**src/design/ray_defines.svh**
```systemverilog
`ifndef RAY_DEFINES_SVH
`define RAY_DEFINES_SVH

// field widths
`define RAY_COORD_W     16
`define RAY_PIX_X_W     11
`define RAY_PIX_Y_W     10
`define RAY_DIR_W       18
`define RAY_UNIT_FRAC   14

// camera register map
`define RAY_ADDR_W      3
`define RAY_REG_EYE_X   3'd0
`define RAY_REG_EYE_Y   3'd1
`define RAY_REG_EYE_Z   3'd2
`define RAY_REG_ORG_X   3'd3
`define RAY_REG_ORG_Y   3'd4
`define RAY_REG_PLANE_Z 3'd5
`define RAY_REG_WIDTH   3'd6
`define RAY_REG_HEIGHT  3'd7

// squares plus root plus three divides plus output stage
`define RAY_NORM_CYCLES 118

`endif

```
**src/design/ray_pkg.sv**
```systemverilog
`include "ray_defines.svh"

package ray_pkg;

    ////////////////////////////////////////
    // world and screen space

    // signed world coordinate
    typedef logic signed [`RAY_COORD_W-1:0] coord_t;

    typedef logic [`RAY_PIX_X_W-1:0] pix_x_t;
    typedef logic [`RAY_PIX_Y_W-1:0] pix_y_t;

    ////////////////////////////////////////
    // direction math

    // plane point minus eye, before normalizing
    typedef logic signed [`RAY_DIR_W-1:0] dir_t;

    // three squared components, with headroom
    typedef logic [2*`RAY_DIR_W+3:0] len_sq_t;

    // floor of the square root of len_sq_t
    typedef logic [`RAY_DIR_W+1:0] len_t;

    // Q1.14 unit component
    typedef logic signed [`RAY_UNIT_FRAC+1:0] unit_t;

    // register write data
    typedef logic [`RAY_COORD_W-1:0] cfg_data_t;

    typedef enum logic [1:0] {
        SCAN_IDLE,
        SCAN_ISSUE,
        SCAN_WAIT,
        SCAN_DONE
    } scan_state_t;

endpackage

```
**src/design/camera_regs.sv**
```systemverilog
`timescale 1ns/100ps
`include "ray_defines.svh"

module camera_regs (
    input  logic                    clk_in,
    input  logic                    rst_n,

    input  logic                    cfg_we,
    input  logic [`RAY_ADDR_W-1:0]  cfg_addr,
    input  ray_pkg::cfg_data_t      cfg_wdata,

    output ray_pkg::coord_t         eye_x,
    output ray_pkg::coord_t         eye_y,
    output ray_pkg::coord_t         eye_z,
    output ray_pkg::coord_t         org_x,
    output ray_pkg::coord_t         org_y,
    output ray_pkg::coord_t         plane_z,
    output ray_pkg::pix_x_t         win_w,
    output ray_pkg::pix_y_t         win_h
);

    // one register per address, written on the strobe
    always_ff @(posedge clk_in or negedge rst_n) begin
        if (!rst_n) begin
            eye_x   <= '0;
            eye_y   <= '0;
            eye_z   <= '0;
            org_x   <= '0;
            org_y   <= '0;
            plane_z <= '0;
            win_w   <= '0;
            win_h   <= '0;
        end else if (cfg_we) begin
            case (cfg_addr)
                `RAY_REG_EYE_X: begin
                    eye_x <= ray_pkg::coord_t'(cfg_wdata);
                end
                `RAY_REG_EYE_Y: begin
                    eye_y <= ray_pkg::coord_t'(cfg_wdata);
                end
                `RAY_REG_EYE_Z: begin
                    eye_z <= ray_pkg::coord_t'(cfg_wdata);
                end
                `RAY_REG_ORG_X: begin
                    org_x <= ray_pkg::coord_t'(cfg_wdata);
                end
                `RAY_REG_ORG_Y: begin
                    org_y <= ray_pkg::coord_t'(cfg_wdata);
                end
                `RAY_REG_PLANE_Z: begin
                    plane_z <= ray_pkg::coord_t'(cfg_wdata);
                end
                // window size keeps only the low bits
                `RAY_REG_WIDTH: begin
                    win_w <= cfg_wdata[`RAY_PIX_X_W-1:0];
                end
                `RAY_REG_HEIGHT: begin
                    win_h <= cfg_wdata[`RAY_PIX_Y_W-1:0];
                end
                default: begin
                end
            endcase
        end
    end

endmodule

```
**src/design/pixel_scan.sv**
```systemverilog
`timescale 1ns/100ps

module pixel_scan (
    input  logic              clk_in,
    input  logic              rst_n,

    input  logic              frame_start,
    input  ray_pkg::pix_x_t   win_w,
    input  ray_pkg::pix_y_t   win_h,
    input  logic              res_valid,

    output logic              pix_valid,
    output ray_pkg::pix_x_t   pix_x,
    output ray_pkg::pix_y_t   pix_y,
    output logic              frame_done
);

    ray_pkg::scan_state_t state;

    logic empty_win;
    logic last_col;
    logic last_row;

    assign empty_win = (win_w == '0) || (win_h == '0);
    assign last_col  = (pix_x == win_w - ray_pkg::pix_x_t'(1));
    assign last_row  = (pix_y == win_h - ray_pkg::pix_y_t'(1));

    // row-major walk, one pixel in flight
    always_ff @(posedge clk_in or negedge rst_n) begin
        if (!rst_n) begin
            state <= ray_pkg::SCAN_IDLE;
            pix_x <= '0;
            pix_y <= '0;
        end else begin
            case (state)
                ray_pkg::SCAN_IDLE: begin
                    if (frame_start) begin
                        pix_x <= '0;
                        pix_y <= '0;
                        state <= empty_win ? ray_pkg::SCAN_DONE : ray_pkg::SCAN_ISSUE;
                    end
                end
                ray_pkg::SCAN_ISSUE: begin
                    state <= ray_pkg::SCAN_WAIT;
                end
                ray_pkg::SCAN_WAIT: begin
                    if (res_valid) begin
                        if (last_col && last_row) begin
                            state <= ray_pkg::SCAN_DONE;
                        end else begin
                            state <= ray_pkg::SCAN_ISSUE;
                            if (last_col) begin
                                pix_x <= '0;
                                pix_y <= pix_y + ray_pkg::pix_y_t'(1);
                            end else begin
                                pix_x <= pix_x + ray_pkg::pix_x_t'(1);
                            end
                        end
                    end
                end
                default: begin
                    state <= ray_pkg::SCAN_IDLE;
                end
            endcase
        end
    end

    assign pix_valid  = (state == ray_pkg::SCAN_ISSUE);
    assign frame_done = (state == ray_pkg::SCAN_DONE);

endmodule

```
**src/design/eye_to_pixel.sv**
```systemverilog
`timescale 1ns/100ps

module eye_to_pixel (
    input  logic             clk_in,
    input  logic             rst_n,

    input  logic             pix_valid,
    input  ray_pkg::pix_x_t  pix_x,
    input  ray_pkg::pix_y_t  pix_y,

    input  ray_pkg::coord_t  eye_x,
    input  ray_pkg::coord_t  eye_y,
    input  ray_pkg::coord_t  eye_z,
    input  ray_pkg::coord_t  org_x,
    input  ray_pkg::coord_t  org_y,
    input  ray_pkg::coord_t  plane_z,

    output logic             dir_in_valid,
    output ray_pkg::dir_t    dx,
    output ray_pkg::dir_t    dy,
    output ray_pkg::dir_t    dz
);

    ////////////////////////////////////////
    // stage one, point on the plane

    logic          pt_valid;
    ray_pkg::dir_t pt_x;
    ray_pkg::dir_t pt_y;
    ray_pkg::dir_t pt_z;

    always_ff @(posedge clk_in or negedge rst_n) begin
        if (!rst_n) begin
            pt_valid <= 1'b0;
        end else begin
            pt_valid <= pix_valid;
        end
    end

    // plane axes are the world x and y axes
    always_ff @(posedge clk_in) begin
        if (pix_valid) begin
            pt_x <= ray_pkg::dir_t'(org_x) + ray_pkg::dir_t'(pix_x);
            pt_y <= ray_pkg::dir_t'(org_y) + ray_pkg::dir_t'(pix_y);
            pt_z <= ray_pkg::dir_t'(plane_z);
        end
    end

    ////////////////////////////////////////
    // stage two, point minus eye

    always_ff @(posedge clk_in or negedge rst_n) begin
        if (!rst_n) begin
            dir_in_valid <= 1'b0;
        end else begin
            dir_in_valid <= pt_valid;
        end
    end

    // 18 bits hold the widest difference of two 16-bit values plus x
    always_ff @(posedge clk_in) begin
        if (pt_valid) begin
            dx <= pt_x - ray_pkg::dir_t'(eye_x);
            dy <= pt_y - ray_pkg::dir_t'(eye_y);
            dz <= pt_z - ray_pkg::dir_t'(eye_z);
        end
    end

endmodule

```
**src/design/vec_normalize.sv**
```systemverilog
`timescale 1ns/100ps
`include "ray_defines.svh"

module vec_normalize (
    input  logic            clk_in,
    input  logic            rst_n,

    input  logic            dir_in_valid,
    input  ray_pkg::dir_t   dx,
    input  ray_pkg::dir_t   dy,
    input  ray_pkg::dir_t   dz,

    output logic            res_valid,
    output ray_pkg::unit_t  ux,
    output ray_pkg::unit_t  uy,
    output ray_pkg::unit_t  uz
);

    localparam int SQ_W   = $bits(ray_pkg::len_sq_t);
    localparam int LEN_W  = $bits(ray_pkg::len_t);
    localparam int UNIT_W = $bits(ray_pkg::unit_t);
    localparam int DVD_W  = `RAY_DIR_W + `RAY_UNIT_FRAC;
    localparam int RT_W   = LEN_W + 3;
    localparam int CNT_W  = $clog2(DVD_W);

    typedef enum logic [1:0] {
        NORM_IDLE,
        NORM_ROOT,
        NORM_DIV,
        NORM_OUT
    } norm_state_t;

    function automatic logic [`RAY_DIR_W-1:0] magnitude(input ray_pkg::dir_t d);
        magnitude = d[`RAY_DIR_W-1] ? unsigned'(-d) : unsigned'(d);
    endfunction

    norm_state_t        state;
    logic [CNT_W-1:0]   cnt;
    logic [1:0]         idx;
    logic               root_last;
    logic               div_last;

    logic [`RAY_DIR_W-1:0] mag [3];
    logic                  neg [3];
    ray_pkg::unit_t        hold [3];

    ////////////////////////////////////////
    // sum of squares

    logic [`RAY_DIR_W-1:0] in_mag_x;
    logic [`RAY_DIR_W-1:0] in_mag_y;
    logic [`RAY_DIR_W-1:0] in_mag_z;
    ray_pkg::len_sq_t      s_next;

    assign in_mag_x = magnitude(dx);
    assign in_mag_y = magnitude(dy);
    assign in_mag_z = magnitude(dz);
    assign s_next   = SQ_W'(in_mag_x) * SQ_W'(in_mag_x)
                    + SQ_W'(in_mag_y) * SQ_W'(in_mag_y)
                    + SQ_W'(in_mag_z) * SQ_W'(in_mag_z);

    ////////////////////////////////////////
    // square root, two radicand bits per step

    ray_pkg::len_sq_t  sq;
    ray_pkg::len_t     root;
    logic [RT_W-1:0]   rt_rem;
    logic [RT_W-1:0]   rt_sh;
    logic [RT_W-1:0]   rt_trial;
    logic              rt_ge;

    assign rt_sh    = {rt_rem[RT_W-3:0], sq[SQ_W-1 -: 2]};
    assign rt_trial = {1'b0, root, 2'b01};
    assign rt_ge    = (rt_sh >= rt_trial);

    ////////////////////////////////////////
    // restoring divider, quotient shifts in behind the dividend

    logic [DVD_W-1:0]  dv_q;
    logic [DVD_W-1:0]  dv_q_next;
    ray_pkg::len_t     dv_rem;
    logic [LEN_W:0]    dv_sh;
    logic [LEN_W:0]    dv_diff;
    logic              dv_ge;
    ray_pkg::unit_t    dv_mag;
    ray_pkg::unit_t    dv_unit;

    assign dv_sh     = {dv_rem, dv_q[DVD_W-1]};
    assign dv_ge     = (dv_sh >= {1'b0, root});
    assign dv_diff   = dv_sh - {1'b0, root};
    assign dv_q_next = {dv_q[DVD_W-2:0], dv_ge};
    assign dv_mag    = ray_pkg::unit_t'(dv_q_next[UNIT_W-1:0]);
    // zero length gives a zero vector
    assign dv_unit   = (root == '0) ? '0 : (neg[idx] ? -dv_mag : dv_mag);

    assign root_last = (state == NORM_ROOT) && (cnt == CNT_W'(LEN_W - 1));
    assign div_last  = (state == NORM_DIV) && (cnt == CNT_W'(DVD_W - 1));

    always_ff @(posedge clk_in or negedge rst_n) begin
        if (!rst_n) begin
            state     <= NORM_IDLE;
            cnt       <= '0;
            idx       <= '0;
            res_valid <= 1'b0;
        end else begin
            res_valid <= 1'b0;
            case (state)
                NORM_IDLE: begin
                    if (dir_in_valid) begin
                        state <= NORM_ROOT;
                        cnt   <= '0;
                    end
                end
                NORM_ROOT: begin
                    cnt <= cnt + CNT_W'(1);
                    if (root_last) begin
                        state <= NORM_DIV;
                        cnt   <= '0;
                        idx   <= '0;
                    end
                end
                NORM_DIV: begin
                    cnt <= cnt + CNT_W'(1);
                    if (div_last) begin
                        cnt <= '0;
                        if (idx == 2'd2) begin
                            state <= NORM_OUT;
                        end else begin
                            idx <= idx + 2'd1;
                        end
                    end
                end
                default: begin
                    res_valid <= 1'b1;
                    state     <= NORM_IDLE;
                end
            endcase
        end
    end

    always_ff @(posedge clk_in) begin
        case (state)
            NORM_IDLE: begin
                if (dir_in_valid) begin
                    mag[0] <= in_mag_x;
                    mag[1] <= in_mag_y;
                    mag[2] <= in_mag_z;
                    neg[0] <= dx[`RAY_DIR_W-1];
                    neg[1] <= dy[`RAY_DIR_W-1];
                    neg[2] <= dz[`RAY_DIR_W-1];
                    sq     <= s_next;
                    rt_rem <= '0;
                    root   <= '0;
                end
            end
            NORM_ROOT: begin
                sq     <= sq << 2;
                root   <= {root[LEN_W-2:0], rt_ge};
                rt_rem <= rt_ge ? (rt_sh - rt_trial) : rt_sh;
                if (root_last) begin
                    dv_q   <= {mag[0], {`RAY_UNIT_FRAC{1'b0}}};
                    dv_rem <= '0;
                end
            end
            NORM_DIV: begin
                dv_q   <= dv_q_next;
                dv_rem <= dv_ge ? dv_diff[LEN_W-1:0] : dv_sh[LEN_W-1:0];
                if (div_last) begin
                    hold[idx] <= dv_unit;
                    // load the next component
                    if (idx != 2'd2) begin
                        dv_q   <= {mag[idx + 2'd1], {`RAY_UNIT_FRAC{1'b0}}};
                        dv_rem <= '0;
                    end
                end
            end
            default: begin
                ux <= hold[0];
                uy <= hold[1];
                uz <= hold[2];
            end
        endcase
    end

endmodule

```
**src/design/ray_gen_top.sv**
```systemverilog
`timescale 1ns/100ps
`include "ray_defines.svh"

module ray_gen_top (
    input  logic                    clk_in,
    input  logic                    rst_n,

    input  logic                    cfg_we,
    input  logic [`RAY_ADDR_W-1:0]  cfg_addr,
    input  ray_pkg::cfg_data_t      cfg_wdata,
    input  logic                    frame_start,

    output ray_pkg::pix_x_t         pix_x,
    output ray_pkg::pix_y_t         pix_y,
    output ray_pkg::unit_t          dir_x,
    output ray_pkg::unit_t          dir_y,
    output ray_pkg::unit_t          dir_z,
    output logic                    dir_valid,
    output logic                    frame_done
);

    ray_pkg::coord_t eye_x;
    ray_pkg::coord_t eye_y;
    ray_pkg::coord_t eye_z;
    ray_pkg::coord_t org_x;
    ray_pkg::coord_t org_y;
    ray_pkg::coord_t plane_z;
    ray_pkg::pix_x_t win_w;
    ray_pkg::pix_y_t win_h;

    logic            scan_valid;
    ray_pkg::pix_x_t scan_x;
    ray_pkg::pix_y_t scan_y;
    logic            dir_in_valid;
    ray_pkg::dir_t   dx;
    ray_pkg::dir_t   dy;
    ray_pkg::dir_t   dz;
    logic            res_valid;

    camera_regs u_camera_regs (
        .clk_in    (clk_in),
        .rst_n     (rst_n),
        .cfg_we    (cfg_we),
        .cfg_addr  (cfg_addr),
        .cfg_wdata (cfg_wdata),
        .eye_x     (eye_x),
        .eye_y     (eye_y),
        .eye_z     (eye_z),
        .org_x     (org_x),
        .org_y     (org_y),
        .plane_z   (plane_z),
        .win_w     (win_w),
        .win_h     (win_h)
    );

    // next pixel waits for the current result
    pixel_scan u_pixel_scan (
        .clk_in      (clk_in),
        .rst_n       (rst_n),
        .frame_start (frame_start),
        .win_w       (win_w),
        .win_h       (win_h),
        .res_valid   (res_valid),
        .pix_valid   (scan_valid),
        .pix_x       (scan_x),
        .pix_y       (scan_y),
        .frame_done  (frame_done)
    );

    eye_to_pixel u_eye_to_pixel (
        .clk_in       (clk_in),
        .rst_n        (rst_n),
        .pix_valid    (scan_valid),
        .pix_x        (scan_x),
        .pix_y        (scan_y),
        .eye_x        (eye_x),
        .eye_y        (eye_y),
        .eye_z        (eye_z),
        .org_x        (org_x),
        .org_y        (org_y),
        .plane_z      (plane_z),
        .dir_in_valid (dir_in_valid),
        .dx           (dx),
        .dy           (dy),
        .dz           (dz)
    );

    vec_normalize u_vec_normalize (
        .clk_in       (clk_in),
        .rst_n        (rst_n),
        .dir_in_valid (dir_in_valid),
        .dx           (dx),
        .dy           (dy),
        .dz           (dz),
        .res_valid    (res_valid),
        .ux           (dir_x),
        .uy           (dir_y),
        .uz           (dir_z)
    );

    assign dir_valid = res_valid;

    // label for the ray in flight, the scanner has moved on by the result
    always_ff @(posedge clk_in) begin
        if (scan_valid) begin
            pix_x <= scan_x;
            pix_y <= scan_y;
        end
    end

endmodule

```
**config.mk**
```make
export PLATFORM = sky130hd
export DESIGN_NAME = ray_gen_top
export DESIGN_NICKNAME = d
export VERILOG_FILES = /design/src/design/ray_pkg.sv /design/src/design/camera_regs.sv /design/src/design/pixel_scan.sv /design/src/design/eye_to_pixel.sv /design/src/design/vec_normalize.sv /design/src/design/ray_gen_top.sv
export VERILOG_INCLUDE_DIRS = /design/src /design/src/design
export SDC_FILE = /design/constraint.sdc
export NUM_CORES = 2
export LEC_CHECK = 0
export BUFFER_PORTS_ARGS = -buffer_cell sky130_fd_sc_hd__buf_4
export CORE_UTILIZATION = 55
export CTS_BUF_LIST = sky130_fd_sc_hd__clkbuf_4
export DETAILED_ROUTE_END_ITERATION = 10
export PLACE_DENSITY = 0.7
export SETUP_SLACK_MARGIN = 0.2
export SYNTH_ARGS = -nofsm -noshare
export SYNTH_HDL_FRONTEND = slang
export SYNTH_SLANG_ARGS = --single-unit
```
**constraint.sdc**
```tcl
create_clock -name clk_in -period 25.8 [get_ports clk_in]
set_input_delay 5.16 -clock clk_in [delete_from_list [all_inputs] [get_ports clk_in]]
set_output_delay 5.16 -clock clk_in [all_outputs]
set_load 0.05 [all_outputs]
```
==> results.sh <==
export IMPL_outcome="finished clean"
export IMPL_first_iter_violations=2339
export IMPL_postLayoutSetupSlackWorst_ps=10580
export IMPL_setup_viol=0
export IMPL_fp_row_count=115
export IMPL_yosysUniqueCellTypes=94
export IMPL_holdPathEnd="u_vec_normalize.uy[15]"
export IMPL_routabilityCongestion=0.937
export IMPL_finalHoldViolCount=0
export IMPL_crit_top_cell="fa_1"
export IMPL_cts_tree="yes"
export IMPL_max_stage_delay_ps=1020
export IMPL_cts_repair_resize_count=0
export IMPL_r2r_end="u_vec_normalize.sq[36]"
export IMPL_grt_antenna_before_repair=4
export IMPL_nNetsFinal=6815
export IMPL_critPathCaptureType="flip-flop"
export IMPL_drive_above_1_share_pct=9.34
export IMPL_postSynthCellCount=5364
export IMPL_dp_slack_ps=10970
export IMPL_cp_max_fo=13
export IMPL_synth_edf_count=410
export IMPL_place_hpwl_mm=105
export IMPL_synth_sequential_area_ratio_pct=29.3
export IMPL_via_count=37900
export IMPL_hold_path_class="flip-flop to flip-flop"
export IMPL_final_max_slew_viol_count=0
export IMPL_cts_buffers=150
export IMPL_viasPerCell=5.40
export IMPL_initial_core_util_pct=55.7
export IMPL_async_reset_ff_share_pct=27.0
export IMPL_cts_buffer_depth=3
export IMPL_cp_num_buf_inv=8
export IMPL_crit_slowest_cell="xor2_1"
export IMPL_die_x_um=318
export IMPL_drtAntennaViolNets=0
export IMPL_portBuffers=93
export IMPL_post_cts_buffers=0
export IMPL_regToRegSetupSlack_ps=10580
export IMPL_yosys_area_top_type="fa_1"
export IMPL_yosys_top_cells_area="fa_1 28%, edfxtp_1 22%, ha_1 9.7%"
export IMPL_htree_levels=4
export IMPL_grt_pass1_wl_mm=213
export IMPL_root_buffer="clkbuf_4"
export IMPL_max_slew_margin_pct=13.3
export IMPL_fmax_mhz=65.7
export IMPL_ioPinCount=94
export IMPL_grt_util_all_layers_pct=27.0
export IMPL_period_share_pct=59.0
export IMPL_remaining_drc_errors=0
export IMPL_maxCapViolCount=0
export IMPL_syn_cell_area_um2=55000
export IMPL_min_from="u_vec_normalize.hold[1][15]"
export IMPL_wire_per_inst_um=18.7
export IMPL_dr_pass1_iters=6
export IMPL_clkTransAtPathRegs_ps=70
export IMPL_critPathKind="flip-flop to flip-flop"
export IMPL_yosys_area_top_type_share_pct=27.5
export IMPL_syn_area_per_cell_um2=10.2
export IMPL_grt_max_degree=78
export IMPL_reg2reg_depth=44
export IMPL_grt_overflow=0
export IMPL_finalWirelength_mm=131
export IMPL_hold_buffers=0
export IMPL_tightest_slew_ps=1300
export IMPL_tns_ps=0
export IMPL_ys_warn_count=0
export IMPL_die_h_um=318
export IMPL_design_die_area_um2=101000
export IMPL_areaGrowthSynthToFinish_pct=8.29
export IMPL_reg2reg_from="u_eye_to_pixel.dx[0]"
export IMPL_clock_skew_ps=60.7
export IMPL_synth_flop_cell="edfxtp_1"
export IMPL_cts_num_sinks=562
export IMPL_ys_seq_elements=562
export IMPL_grt_pass1_vias=39600
export IMPL_hold_depth=0
export IMPL_min_period_ps=15220
export IMPL_insertion_delay_ps=1040
export IMPL_cp_top_family="adder cells"
export IMPL_setup_worst_path_start_class="flip-flop"
export IMPL_cp_arrival_ps=15960
export IMPL_core_area_um2=98700
export IMPL_required_ps=26540
export IMPL_fillers=8329
export IMPL_rsz0062_at_grt="no"
==> final cells by class <==
type / instances / area (um^2) / area share (%)
diodes: 4 / 10.0 / 0.0168
clock buffers: 212 / 1590 / 2.67
clock inverters: 60 / 387 / 0.649
inverters: 1178 / 4420 / 7.43
multi-input cells: 3567 / 34300 / 57.6
flip-flops and latches: 562 / 16100 / 27.1
well taps: 1287 / 1610 / 2.70
repair buffers: 150 / 1130 / 1.90
==> worst max-delay path by stage <==
stage / start / to / cells past startpoint
2_1_floorplan: u_eye_to_pixel.dy[0] / u_vec_normalize.sq[33] / 46
3_3_place_gp: u_eye_to_pixel.dx[0] / u_vec_normalize.sq[38] / 43
3_5_place_dp: u_eye_to_pixel.dx[0] / u_vec_normalize.sq[36] / 44
4_1_cts: u_eye_to_pixel.dx[0] / u_vec_normalize.sq[36] / 44
5_1_grt: u_eye_to_pixel.dx[0] / u_vec_normalize.sq[36] / 44
6_report: u_eye_to_pixel.dx[0] / u_vec_normalize.sq[36] / 44
==> through the flow <==
stage	cell area, um^2	hold slack (ps)	utilization (%)	std cells
floorplan	55200	400	-	5427
global placement	57500	401	58.3	6744
detailed placement	57500	405	58.3	6744
CTS	59500	404	60.3	7016
global route	59500	418	60.3	7018
finish	59500	396	60.3	7020
==> per-layer routing <==
| metal | wire length [um] | vias to the layer above | track usage [%] |
|---|---|---|---|
| li1 | - | 17700 | - |
| met1 | 52900 | 18700 | 34.6 |
| met2 | 63000 | 1254 | 44.6 |
| met3 | 9090 | 305 | 4.97 |
| met4 | 6250 | 0 | 12.6 |
| met5 | 0 | - | 0 |
==> flip-flops by register name, summed over array words and instances, names as in the netlist, 17 cells and up <==
name	count
u_vec_normalize.root	20
u_eye_to_pixel.pt_y	17
u_eye_to_pixel.dz	17
u_vec_normalize.dv_rem	20
u_eye_to_pixel.dy	18
u_vec_normalize.mag	54
u_vec_normalize.sq	40
u_eye_to_pixel.dx	18
u_eye_to_pixel.pt_x	17
u_vec_normalize.rt_rem	21
u_vec_normalize.hold	48
u_vec_normalize.dv_q	32
==> worst register-to-register path, delay by kind of cell, from the launching register on <==
kind                       cells  cell delay, ps
and+or+nand+nor                7            1430
buffers and inverters          8            1350
adders and majority gates     15            6610
AOI/OAI and AO/OA             13            3870
xor gates and xnor gates       1            1020
DFF                            1             650
==> synthesized netlist by cell type, drive strengths merged (26+ instances only) <==
library cell and number:
and3 30, clkbuf 99, xor2 69, mux2 82
edfxtp 410, xnor2 168, fa 756, ha 427
nor2 424, dfrtp 152, mux2i 45, or3 26
nor3 56, inv 1156, o21a 26, a21o 59
nor2b 32, o21ai 197, nand2 493, nand2b 37
a211oi 27, a21oi 202, nand3 55
==> cell families (layout without fill, tap and decap cells) <==
group	Yosys count	after routing	synth area share (%)
adder cells (fa/ha/maj)	1183	1183	37.3
AO/OA/AOI/OAI	679	679	7.71
other	2	69	0.0137
XOR/XNOR	237	237	3.84
flip-flops	562	562	29.3
buffers and inverters	1298	1600	8.92
AND/OR/NAND/NOR	1276	1276	10.4
multiplexers	127	127	2.51
==> layout by cell type (no fill, tap or decap), types with 164 or more instances in the layout <==
cell and instances:
nor2_1 424, inv_1 1150, o21ai_0 196, ha_1 424, a21oi_1 200, clkbuf_4 212, nand2_1 491, fa_1 756
edfxtp_1 410, xnor2_1 164
Power is left out: the tool's default activity adds up to more than one toggle a clock period on the data nets, which glitch-free logic cannot reach.
